==> src/include/dcache_defines.svh <==
`ifndef DCACHE_DEFINES_SVH
`define DCACHE_DEFINES_SVH

// core address and line data
`define DC_ADDR_W     64
`define DC_DATA_W     64

// direct-mapped geometry, one word per line
`define DC_OFFSET_W   3
`define DC_NUM_SETS   16
`define DC_INDEX_W    4

// tag covers address bits up to 31 only
`define DC_TAG_W      25

// miss queue depth, also the credit count after reset
`define DC_MISS_DEPTH 4

// memory bus tag, zero means no tag
`define DC_MEM_TAG_W  4

`endif

==> src/rtl/dcache_pkg.sv <==
`include "dcache_defines.svh"

package dcache_pkg;

  // full byte address or line address with offset cleared
  typedef logic [`DC_ADDR_W-1:0] line_addr_t;

  typedef logic [`DC_INDEX_W-1:0] set_index_t;
  typedef logic [`DC_TAG_W-1:0]   line_tag_t;

  // one stored line
  typedef struct packed {
    logic                  valid;
    line_tag_t             tag;
    logic [`DC_DATA_W-1:0] data;
  } cache_line_t;

  // address split helpers
  function automatic set_index_t addr_index(input line_addr_t addr);
    return addr[`DC_OFFSET_W +: `DC_INDEX_W];
  endfunction

  function automatic line_tag_t addr_tag(input line_addr_t addr);
    return addr[`DC_OFFSET_W + `DC_INDEX_W +: `DC_TAG_W];
  endfunction

  function automatic line_addr_t addr_line(input line_addr_t addr);
    return {addr[`DC_ADDR_W-1:`DC_OFFSET_W], {`DC_OFFSET_W{1'b0}}};
  endfunction

endpackage

==> src/rtl/mem_bus_pkg.sv <==
`include "dcache_defines.svh"

package mem_bus_pkg;

  // bus command driven by the cache
  typedef enum logic [1:0] {
    BUS_NONE = 2'h0,
    BUS_LOAD = 2'h1
  } bus_cmd_t;

  // transaction tag handed out by memory
  typedef logic [`DC_MEM_TAG_W-1:0] mem_tag_t;

  //////////////////////////////////////////////////////////////////////
  // miss queue entry
  //////////////////////////////////////////////////////////////////////

  // line   aligned line address of the miss
  // mem_tag tag from memory once the command is accepted
  // sent   set on acceptance, cleared when the data comes back
  typedef struct packed {
    dcache_pkg::line_addr_t line;
    mem_tag_t               mem_tag;
    logic                   sent;
  } miss_entry_t;

endpackage

==> src/rtl/dcache_ifs.sv <==
`timescale 1ns/1ns
`include "dcache_defines.svh"

// read port of the line store
interface line_read_if;
  import dcache_pkg::*;

  logic                  rd_en;
  set_index_t            index;
  // returned one cycle after rd_en
  logic                  valid;
  line_tag_t             tag;
  logic [`DC_DATA_W-1:0] data;

  modport requester (
    output rd_en, index,
    input  valid, tag, data
  );

  modport store (
    input  rd_en, index,
    output valid, tag, data
  );
endinterface

// refill write port, whole line per write
interface refill_if;
  import dcache_pkg::*;

  logic                  wr_en;
  set_index_t            index;
  line_tag_t             tag;
  logic [`DC_DATA_W-1:0] data;

  modport writer (
    output wr_en, index, tag, data
  );

  modport store (
    input  wr_en, index, tag, data
  );
endinterface

==> src/rtl/line_store.sv <==
`timescale 1ns/1ns
`include "dcache_defines.svh"

module line_store (
  input logic        clock,
  input logic        reset,
  line_read_if.store rd,
  refill_if.store    wr
);
  import dcache_pkg::*;

  cache_line_t lines [`DC_NUM_SETS];
  cache_line_t rd_line;

  //////////////////////////////////////////////////////////////////////
  // write side
  //////////////////////////////////////////////////////////////////////

  // reset only invalidates, tag and data keep whatever they held
  always_ff @(posedge clock) begin
    if (reset) begin
      for (int i = 0; i < `DC_NUM_SETS; i++) begin
        lines[i].valid <= 1'b0;
      end
    end else if (wr.wr_en) begin
      // refill replaces the full line
      lines[wr.index] <= '{valid: 1'b1, tag: wr.tag, data: wr.data};
    end
  end

  //////////////////////////////////////////////////////////////////////
  // read side
  //////////////////////////////////////////////////////////////////////

  // registered read
  // a refill to the same set in the same cycle is not seen yet
  always_ff @(posedge clock) begin
    if (rd.rd_en) begin
      rd_line <= lines[rd.index];
    end
  end

  assign rd.valid = rd_line.valid;
  assign rd.tag   = rd_line.tag;
  assign rd.data  = rd_line.data;

endmodule

==> src/rtl/load_port.sv <==
`timescale 1ns/1ns
`include "dcache_defines.svh"

module load_port (
  input  logic                   clock,
  input  logic                   reset,
  input  logic                   rd_en,
  input  dcache_pkg::line_addr_t rd_addr,
  input  logic                   credit_return,
  output logic                   ready,
  output logic                   rd_valid,
  output logic [`DC_DATA_W-1:0]  rd_data,
  output logic                   miss_push,
  output dcache_pkg::line_addr_t miss_line,
  line_read_if.requester         store
);
  import dcache_pkg::*;

  localparam int CNT_W = $clog2(`DC_MISS_DEPTH + 1);

  logic [CNT_W-1:0] credits;
  logic             accept;
  logic             hit;

  // load in flight, waiting for the store read
  logic             pend_valid;
  line_tag_t        pend_tag;
  line_addr_t       pend_line;

  //////////////////////////////////////////////////////////////////////
  // acceptance and store read
  //////////////////////////////////////////////////////////////////////

  assign ready  = (credits != '0);
  assign accept = rd_en && ready;

  assign store.rd_en = accept;
  assign store.index = addr_index(rd_addr);

  always_ff @(posedge clock) begin
    if (accept) begin
      pend_tag  <= addr_tag(rd_addr);
      pend_line <= addr_line(rd_addr);
    end
  end

  //////////////////////////////////////////////////////////////////////
  // tag compare, one cycle after acceptance
  //////////////////////////////////////////////////////////////////////

  assign hit = pend_valid && store.valid && (store.tag == pend_tag);

  assign rd_valid = hit;
  assign rd_data  = store.data;

  // every load that does not hit goes to the miss queue
  assign miss_push = pend_valid && !hit;
  assign miss_line = pend_line;

  //////////////////////////////////////////////////////////////////////
  // credits
  //////////////////////////////////////////////////////////////////////

  // a credit is held from acceptance on, so two loads in a row
  // can never push into a queue with one free slot
  // the push consumes the held credit, a hit hands it back
  always_ff @(posedge clock) begin
    if (reset) begin
      credits    <= CNT_W'(`DC_MISS_DEPTH);
      pend_valid <= 1'b0;
    end else begin
      credits    <= credits - CNT_W'(accept) + CNT_W'(hit) + CNT_W'(credit_return);
      pend_valid <= accept;
    end
  end

endmodule

==> src/rtl/miss_queue.sv <==
`timescale 1ns/1ns
`include "dcache_defines.svh"

module miss_queue (
  input  logic                   clock,
  input  logic                   reset,
  input  logic                   miss_push,
  input  dcache_pkg::line_addr_t miss_line,
  input  mem_bus_pkg::mem_tag_t  mem_response,
  input  logic [`DC_DATA_W-1:0]  mem_data,
  input  mem_bus_pkg::mem_tag_t  mem_tag,
  output logic                   credit_return,
  output mem_bus_pkg::bus_cmd_t  mem_command,
  output dcache_pkg::line_addr_t mem_addr,
  output logic                   miss_valid,
  output dcache_pkg::line_addr_t miss_addr,
  output logic [`DC_DATA_W-1:0]  miss_data,
  refill_if.writer               refill
);
  import dcache_pkg::*;
  import mem_bus_pkg::*;

  localparam int PTR_W = $clog2(`DC_MISS_DEPTH);

  miss_entry_t entries [`DC_MISS_DEPTH];

  // tail and send carry a wrap bit so a full queue of unsent
  // entries is told apart from an empty one
  logic [PTR_W:0]   tail_ptr;
  logic [PTR_W:0]   send_ptr;
  logic [PTR_W-1:0] wait_ptr;

  logic [PTR_W-1:0] tail_idx;
  logic [PTR_W-1:0] send_idx;

  miss_entry_t send_entry;
  miss_entry_t wait_entry;

  logic has_unsent;
  logic cmd_taken;
  logic tag_match;

  // refill stage, one cycle after the tag match
  logic                  fill_valid;
  line_addr_t            fill_line;
  logic [`DC_DATA_W-1:0] fill_data;

  assign tail_idx = tail_ptr[PTR_W-1:0];
  assign send_idx = send_ptr[PTR_W-1:0];

  assign send_entry = entries[send_idx];
  assign wait_entry = entries[wait_ptr];

  //////////////////////////////////////////////////////////////////////
  // bus command issue
  //////////////////////////////////////////////////////////////////////

  assign has_unsent = (send_ptr != tail_ptr);

  // command held until memory answers with a nonzero tag
  assign mem_command = has_unsent ? BUS_LOAD : BUS_NONE;
  assign mem_addr    = send_entry.line;
  assign cmd_taken   = has_unsent && (mem_response != '0);

  // data returns in order, so only the oldest waiting entry is checked
  assign tag_match = wait_entry.sent && (mem_tag != '0) && (wait_entry.mem_tag == mem_tag);

  //////////////////////////////////////////////////////////////////////
  // queue state
  //////////////////////////////////////////////////////////////////////

  always_ff @(posedge clock) begin
    if (reset) begin
      for (int i = 0; i < `DC_MISS_DEPTH; i++) begin
        entries[i].sent <= 1'b0;
      end
      tail_ptr <= '0;
      send_ptr <= '0;
      wait_ptr <= '0;
    end else begin
      if (miss_push) begin
        entries[tail_idx] <= '{line: miss_line, mem_tag: '0, sent: 1'b0};
        tail_ptr          <= tail_ptr + 1'b1;
      end
      if (cmd_taken) begin
        entries[send_idx].mem_tag <= mem_response;
        entries[send_idx].sent    <= 1'b1;
        send_ptr                  <= send_ptr + 1'b1;
      end
      // clearing sent keeps a stale tag in a free slot from matching
      if (tag_match) begin
        entries[wait_ptr].sent <= 1'b0;
        wait_ptr               <= wait_ptr + 1'b1;
      end
    end
  end

  //////////////////////////////////////////////////////////////////////
  // refill and miss response
  //////////////////////////////////////////////////////////////////////

  always_ff @(posedge clock) begin
    if (reset) begin
      fill_valid <= 1'b0;
    end else begin
      fill_valid <= tag_match;
    end
  end

  // line address is captured here since wait_ptr already moved on
  always_ff @(posedge clock) begin
    if (tag_match) begin
      fill_line <= wait_entry.line;
      fill_data <= mem_data;
    end
  end

  assign refill.wr_en = fill_valid;
  assign refill.index = addr_index(fill_line);
  assign refill.tag   = addr_tag(fill_line);
  assign refill.data  = fill_data;

  assign miss_valid = fill_valid;
  assign miss_addr  = fill_line;
  assign miss_data  = fill_data;

  // entry retires with the refill write
  assign credit_return = fill_valid;

endmodule

==> src/rtl/dcache_top.sv <==
`timescale 1ns/1ns
`include "dcache_defines.svh"

module dcache_top (
  input  logic                   clock,
  input  logic                   reset,

  // core load port
  input  logic                   rd_en,
  input  dcache_pkg::line_addr_t rd_addr,
  output logic                   ready,
  output logic                   rd_valid,
  output logic [`DC_DATA_W-1:0]  rd_data,
  output logic                   miss_valid,
  output dcache_pkg::line_addr_t miss_addr,
  output logic [`DC_DATA_W-1:0]  miss_data,

  // memory bus
  output mem_bus_pkg::bus_cmd_t  mem_command,
  output dcache_pkg::line_addr_t mem_addr,
  input  mem_bus_pkg::mem_tag_t  mem_response,
  input  logic [`DC_DATA_W-1:0]  mem_data,
  input  mem_bus_pkg::mem_tag_t  mem_tag
);
  import dcache_pkg::*;

  // miss channel between the two halves
  logic       miss_push;
  line_addr_t miss_line;
  logic       credit_return;

  line_read_if rd_bus ();
  refill_if    fill_bus ();

  line_store u_line_store (
    .clock (clock),
    .reset (reset),
    .rd    (rd_bus.store),
    .wr    (fill_bus.store)
  );

  load_port u_load_port (
    .clock         (clock),
    .reset         (reset),
    .rd_en         (rd_en),
    .rd_addr       (rd_addr),
    .credit_return (credit_return),
    .ready         (ready),
    .rd_valid      (rd_valid),
    .rd_data       (rd_data),
    .miss_push     (miss_push),
    .miss_line     (miss_line),
    .store         (rd_bus.requester)
  );

  miss_queue u_miss_queue (
    .clock         (clock),
    .reset         (reset),
    .miss_push     (miss_push),
    .miss_line     (miss_line),
    .mem_response  (mem_response),
    .mem_data      (mem_data),
    .mem_tag       (mem_tag),
    .credit_return (credit_return),
    .mem_command   (mem_command),
    .mem_addr      (mem_addr),
    .miss_valid    (miss_valid),
    .miss_addr     (miss_addr),
    .miss_data     (miss_data),
    .refill        (fill_bus.writer)
  );

endmodule

==> config.mk <==
export PLATFORM = sky130hd
export DESIGN_NAME = dcache_top
export DESIGN_NICKNAME = d
export VERILOG_FILES = /design/src/rtl/dcache_pkg.sv /design/src/rtl/mem_bus_pkg.sv /design/src/rtl/dcache_ifs.sv /design/src/rtl/line_store.sv /design/src/rtl/load_port.sv /design/src/rtl/miss_queue.sv /design/src/rtl/dcache_top.sv
export VERILOG_INCLUDE_DIRS = /design/src /design/src/include
export SDC_FILE = /design/constraint.sdc
export NUM_CORES = 1
export LEC_CHECK = 0
export BUFFER_PORTS_ARGS = -buffer_cell sky130_fd_sc_hd__buf_4
export CAP_MARGIN = 10
export CORE_UTILIZATION = 32
export DETAILED_ROUTE_END_ITERATION = 7
export GPL_TIMING_DRIVEN = 0
export RECOVER_POWER = 25
export SLEW_MARGIN = 20
export SYNTH_ARGS = -nofsm -noshare
export SYNTH_HDL_FRONTEND = slang
export SYNTH_HIERARCHICAL = 1
export SYNTH_SLANG_ARGS = --single-unit
export TNS_END_PERCENT = 20
==> constraint.sdc <==
create_clock -name clock -period 10.3 [get_ports clock]
set_clock_uncertainty 0.2 [all_clocks]
set_input_delay 1.03 -clock clock [delete_from_list [all_inputs] [get_ports clock]]
set_output_delay 1.03 -clock clock [all_outputs]
set_load 0.01 [all_outputs]
==> run summary <==
type of element capturing the critical path = primary output
crit-path cells = xnor2_1, nand4_1, or4_1, nor4_1, buf_4
Register-to-Register Setup Slack = 6.41 ns
flop and latch count out of synthesis = 2,012
source-to-sink clock delay at the later pin of the worst-skew pair = 0.83 ns
gate count of the mapped netlist = 3,301
async set-reset flop share out of synthesis = 0
DIE AREA = 0.240 sq mm
number of remaining DRC errors = 0
synthesized area = 0.0763 sq mm
nets@finish = 4,200
sort of element at the start of the critical path = flip-flop
GP Congestion = 0.744
dpl hpwl = 126,000 microns
fmax = 213 MHz
clock tree buffer depth = 3
share of final-layout standard cells stronger than drive strength 1 = 0.363
final max-slew violation count = 0
Critical Path Max Stage Delay = 0.58 ns
post-DR vias/cell = 4.99
highest net fanout along the worst path = 5
synthesized area divided by synthesized cell count = 23.1 sq um
DRC violation total after the first TritonRoute iteration = 3,655
status = complete, no violations
H-tree lvl count = 4
hold buffer count at cts = 0
combinational family with the most area after synthesis = multiplexers
Clock Sinks = 2,012
slew margin rel. = 0.299
CTS tree = done
sequential element share of the synthesized area = 0.787
Die X = 490 microns
class of the tightest hold or removal check = in -> reg
maximum ir drop on the vdd rail = 0.000133 V
fin cells = 7,387
overall via count from detail_route = 36,840
final routed wire length divided by cell count = 25.7 microns
areal power density over the cells = 198 mW/mm^2
count of port buffers added during placement = 394
data arrival time of the critical path = 3.47 ns
final worst-path cycle share = 0.456
Clock transition at path regs = 0.06 ns
number of flops mapped to enable cells by yosys = 1,975
minimum setup slack in the final design = 5.60 ns
Max Cap Violations = 0
1st-pass router iterations = 5
number of setup violations in the final report = 0
fraction of the mapped netlist area in adder cells = 0.00217
maximum number of pins on one net before global-route repair = 75
number of fillers in the final layout = 20,995
distinct cell type count after synthesis = 47
worst-path cell with the longest stage delay = xnor2_1
hold depth = 1
complex-gate fraction of the synthesized area = 0.0211
initial core utilization = 0.323
global-route wire length before repair = 269,000 microns
static leakage = 0.0299 uW
number of placed I/O pins = 400
Cells after DPL = 6,989
transition time at the pin with the least slew margin = 1.05 ns
share of cell area taken by muxes after synthesis = 0.146
classification of the worst setup path = reg -> out
total setup buffers inserted after CTS = 0
area share of the leading cell type in the synthesized netlist = 0.778
all-layer global routing usage = 0.155
Antenna Violating Nets Remaining = 0
number of endpoints with negative hold slack in the final report = 0
Data required, critical path = 9.07 ns
most area-consuming cells after synthesis = edfxtp_1, mux4_2, a22oi_1, buf_4, dfxtp_1
post-synth top area cell = edfxtp_1
total power consumption of the routed design = 18,300 uW
number of global-route vias before repair = 36,798
quantity of gates resized following cts = 0
Placement Rows = 178
aggregate routed wire length = 190,000 microns
Vert. Die Dim = 490 microns
cell at the root of the clock tree = clkbuf_16
tightest hold margin = 0.190 ns
relative area change from synthesis to final layout = 21.0%
antenna violations before repair = 14
simple-gate portion of the synthesized area = 0.0111
final design instance area without fill = 0.0923 sq mm
number of clock buffers inserted by TritonCTS = 208
xor and xnor area share after synthesis = 0.00459
top flip-flop cell by instance count after synthesis = edfxtp_1
Floorplan Core Area = 0.236 sq mm
Cell Area, Placed = 0.0858 sq mm
worst slack, placed = 5.94 ns
number of cell instances on the worst register-to-register path = 8
Tmin final = 4.70 ns
global-route congestion overflow total = 0
unrepaired setup endpoints after global routing = false
yosys warns = 6
[state kept, by name, indices dropped and copies added, names as in the netlist, named ones only]
| name | count |
|---|---|
| u_line_store/lines | 1440 |
| u_miss_queue/entries | 276 |
| u_line_store/rd.data | 64 |
| u_miss_queue/miss_addr | 64 |
| u_miss_queue/miss_data | 64 |
| u_load_port/miss_line | 37 |
| u_line_store/rd.tag | 25 |
| u_load_port/pend_tag | 24 |
| u_load_port/credits | 3 |
| u_miss_queue/send_ptr | 3 |
| u_miss_queue/tail_ptr | 3 |
| u_miss_queue/wait_ptr | 2 |
| u_line_store/rd.valid | 1 |
| u_load_port/pend_valid | 1 |
| u_miss_queue/credit_return | 1 |
[power breakdown]
part | internal [uW] | switching [uW]
clock | 4230 | 3170
combinational | 722 | 858
sequential | 9190 | 116
[worst max-delay path, delay by kind of cell, from the launching register on]
family / cells / cell delay (ns)
xor gates and xnor gates: 1 / 0.58
buffers and inverters: 1 / 0.27
DFF: 1 / 0.45
and+or+nand+nor: 3 / 1.37
[worst paths after layout]
check	start	endpoint
hold / removal	mem_data[22]	u_miss_queue/miss_data[22]
setup reg to reg	u_load_port/pend_tag[1]	u_miss_queue/entries[0][59]
setup / recovery	u_load_port/pend_tag[1]	rd_valid
hold reg to reg	u_line_store/lines[10][89]	u_line_store/lines[10][89]
[cells in the final DEF, fill, tap and decap left out, types with 8 or more instances in the layout]
cell / count
a21o_1: 13
a22oi_1: 183
and3_1: 16
buf_1: 25
buf_12: 31
buf_16: 48
buf_2: 45
buf_4: 450
buf_6: 28
bufinv_16: 15
clkbuf_1: 164
clkbuf_16: 213
clkbuf_4: 105
clkbuf_8: 8
clkinv_1: 45
clkinv_2: 47
dfxtp_1: 37
edfxtp_1: 1975
ha_1: 10
inv_1: 11
inv_6: 8
mux4_2: 491
nand2_1: 105
nor2_1: 11
nor2_4: 13
xnor2_1: 37
[layer usage]
metal | track usage | wire length, microns
met2 | 0.240 | 88000
met3 | 0.0402 | 17000
met4 | 0.0316 | 3100
met1 | 0.221 | 81900
met5 | 0 | 107
[synthesized netlist by cell type, types with 2 or more instances]
cell and instances:
and2_1 2, nor2_1 25, buf_6 16, clkbuf_1 61
mux4_2 491, nand2b_1 6, nor2b_1 7, mux2i_1 4
nand2_1 105, and3_1 16, nand3_1 5, buf_1 27
ha_1 10, o2bb2ai_1 3, nor3_1 4, dfxtp_1 37
edfxtp_1 1975, inv_1 14, fa_1 2, or3_1 2
a22oi_1 183, nand4_1 7, buf_2 43, xnor2_1 37
mux2_4 2, a21o_1 13, a211oi_1 3, buf_4 178
conb_1 2, xor2_1 3, nor4_1 2
[layout make-up]
cell class	instances	area, sq um	area share
Antenna cell	7	17.5	0.000190
Clock inverter	133	1150	0.0124
Timing Repair Buffer	536	5350	0.0580
Inverter	14	60.1	0.000651
Multi-Input combinational cell	952	14200	0.154
Sequential cell	2012	60000	0.651
Clock buffer	258	5580	0.0605
Buffer	325	1900	0.0205
Tap cell	3150	3940	0.0427
[cell families after synthesis]
kind of cell    count (synthesis)
fa+ha+maj                      12
buf+inv                       339
compound gates                212
other cells                     2
xor+xnor                       40
flops                        2012
mux                           497
simple gates                  187
[stage by stage]
step / TNS (ns) / util
3_3_place_gp: -3088.39 / 0.352
2_1_floorplan: 0 / -
3_5_place_dp: 0 / 0.363
5_1_grt: 0 / 0.391
4_1_cts: 0 / 0.392
6_report: 0 / 0.391
Note: power is estimated with default switching activity, not from simulation.
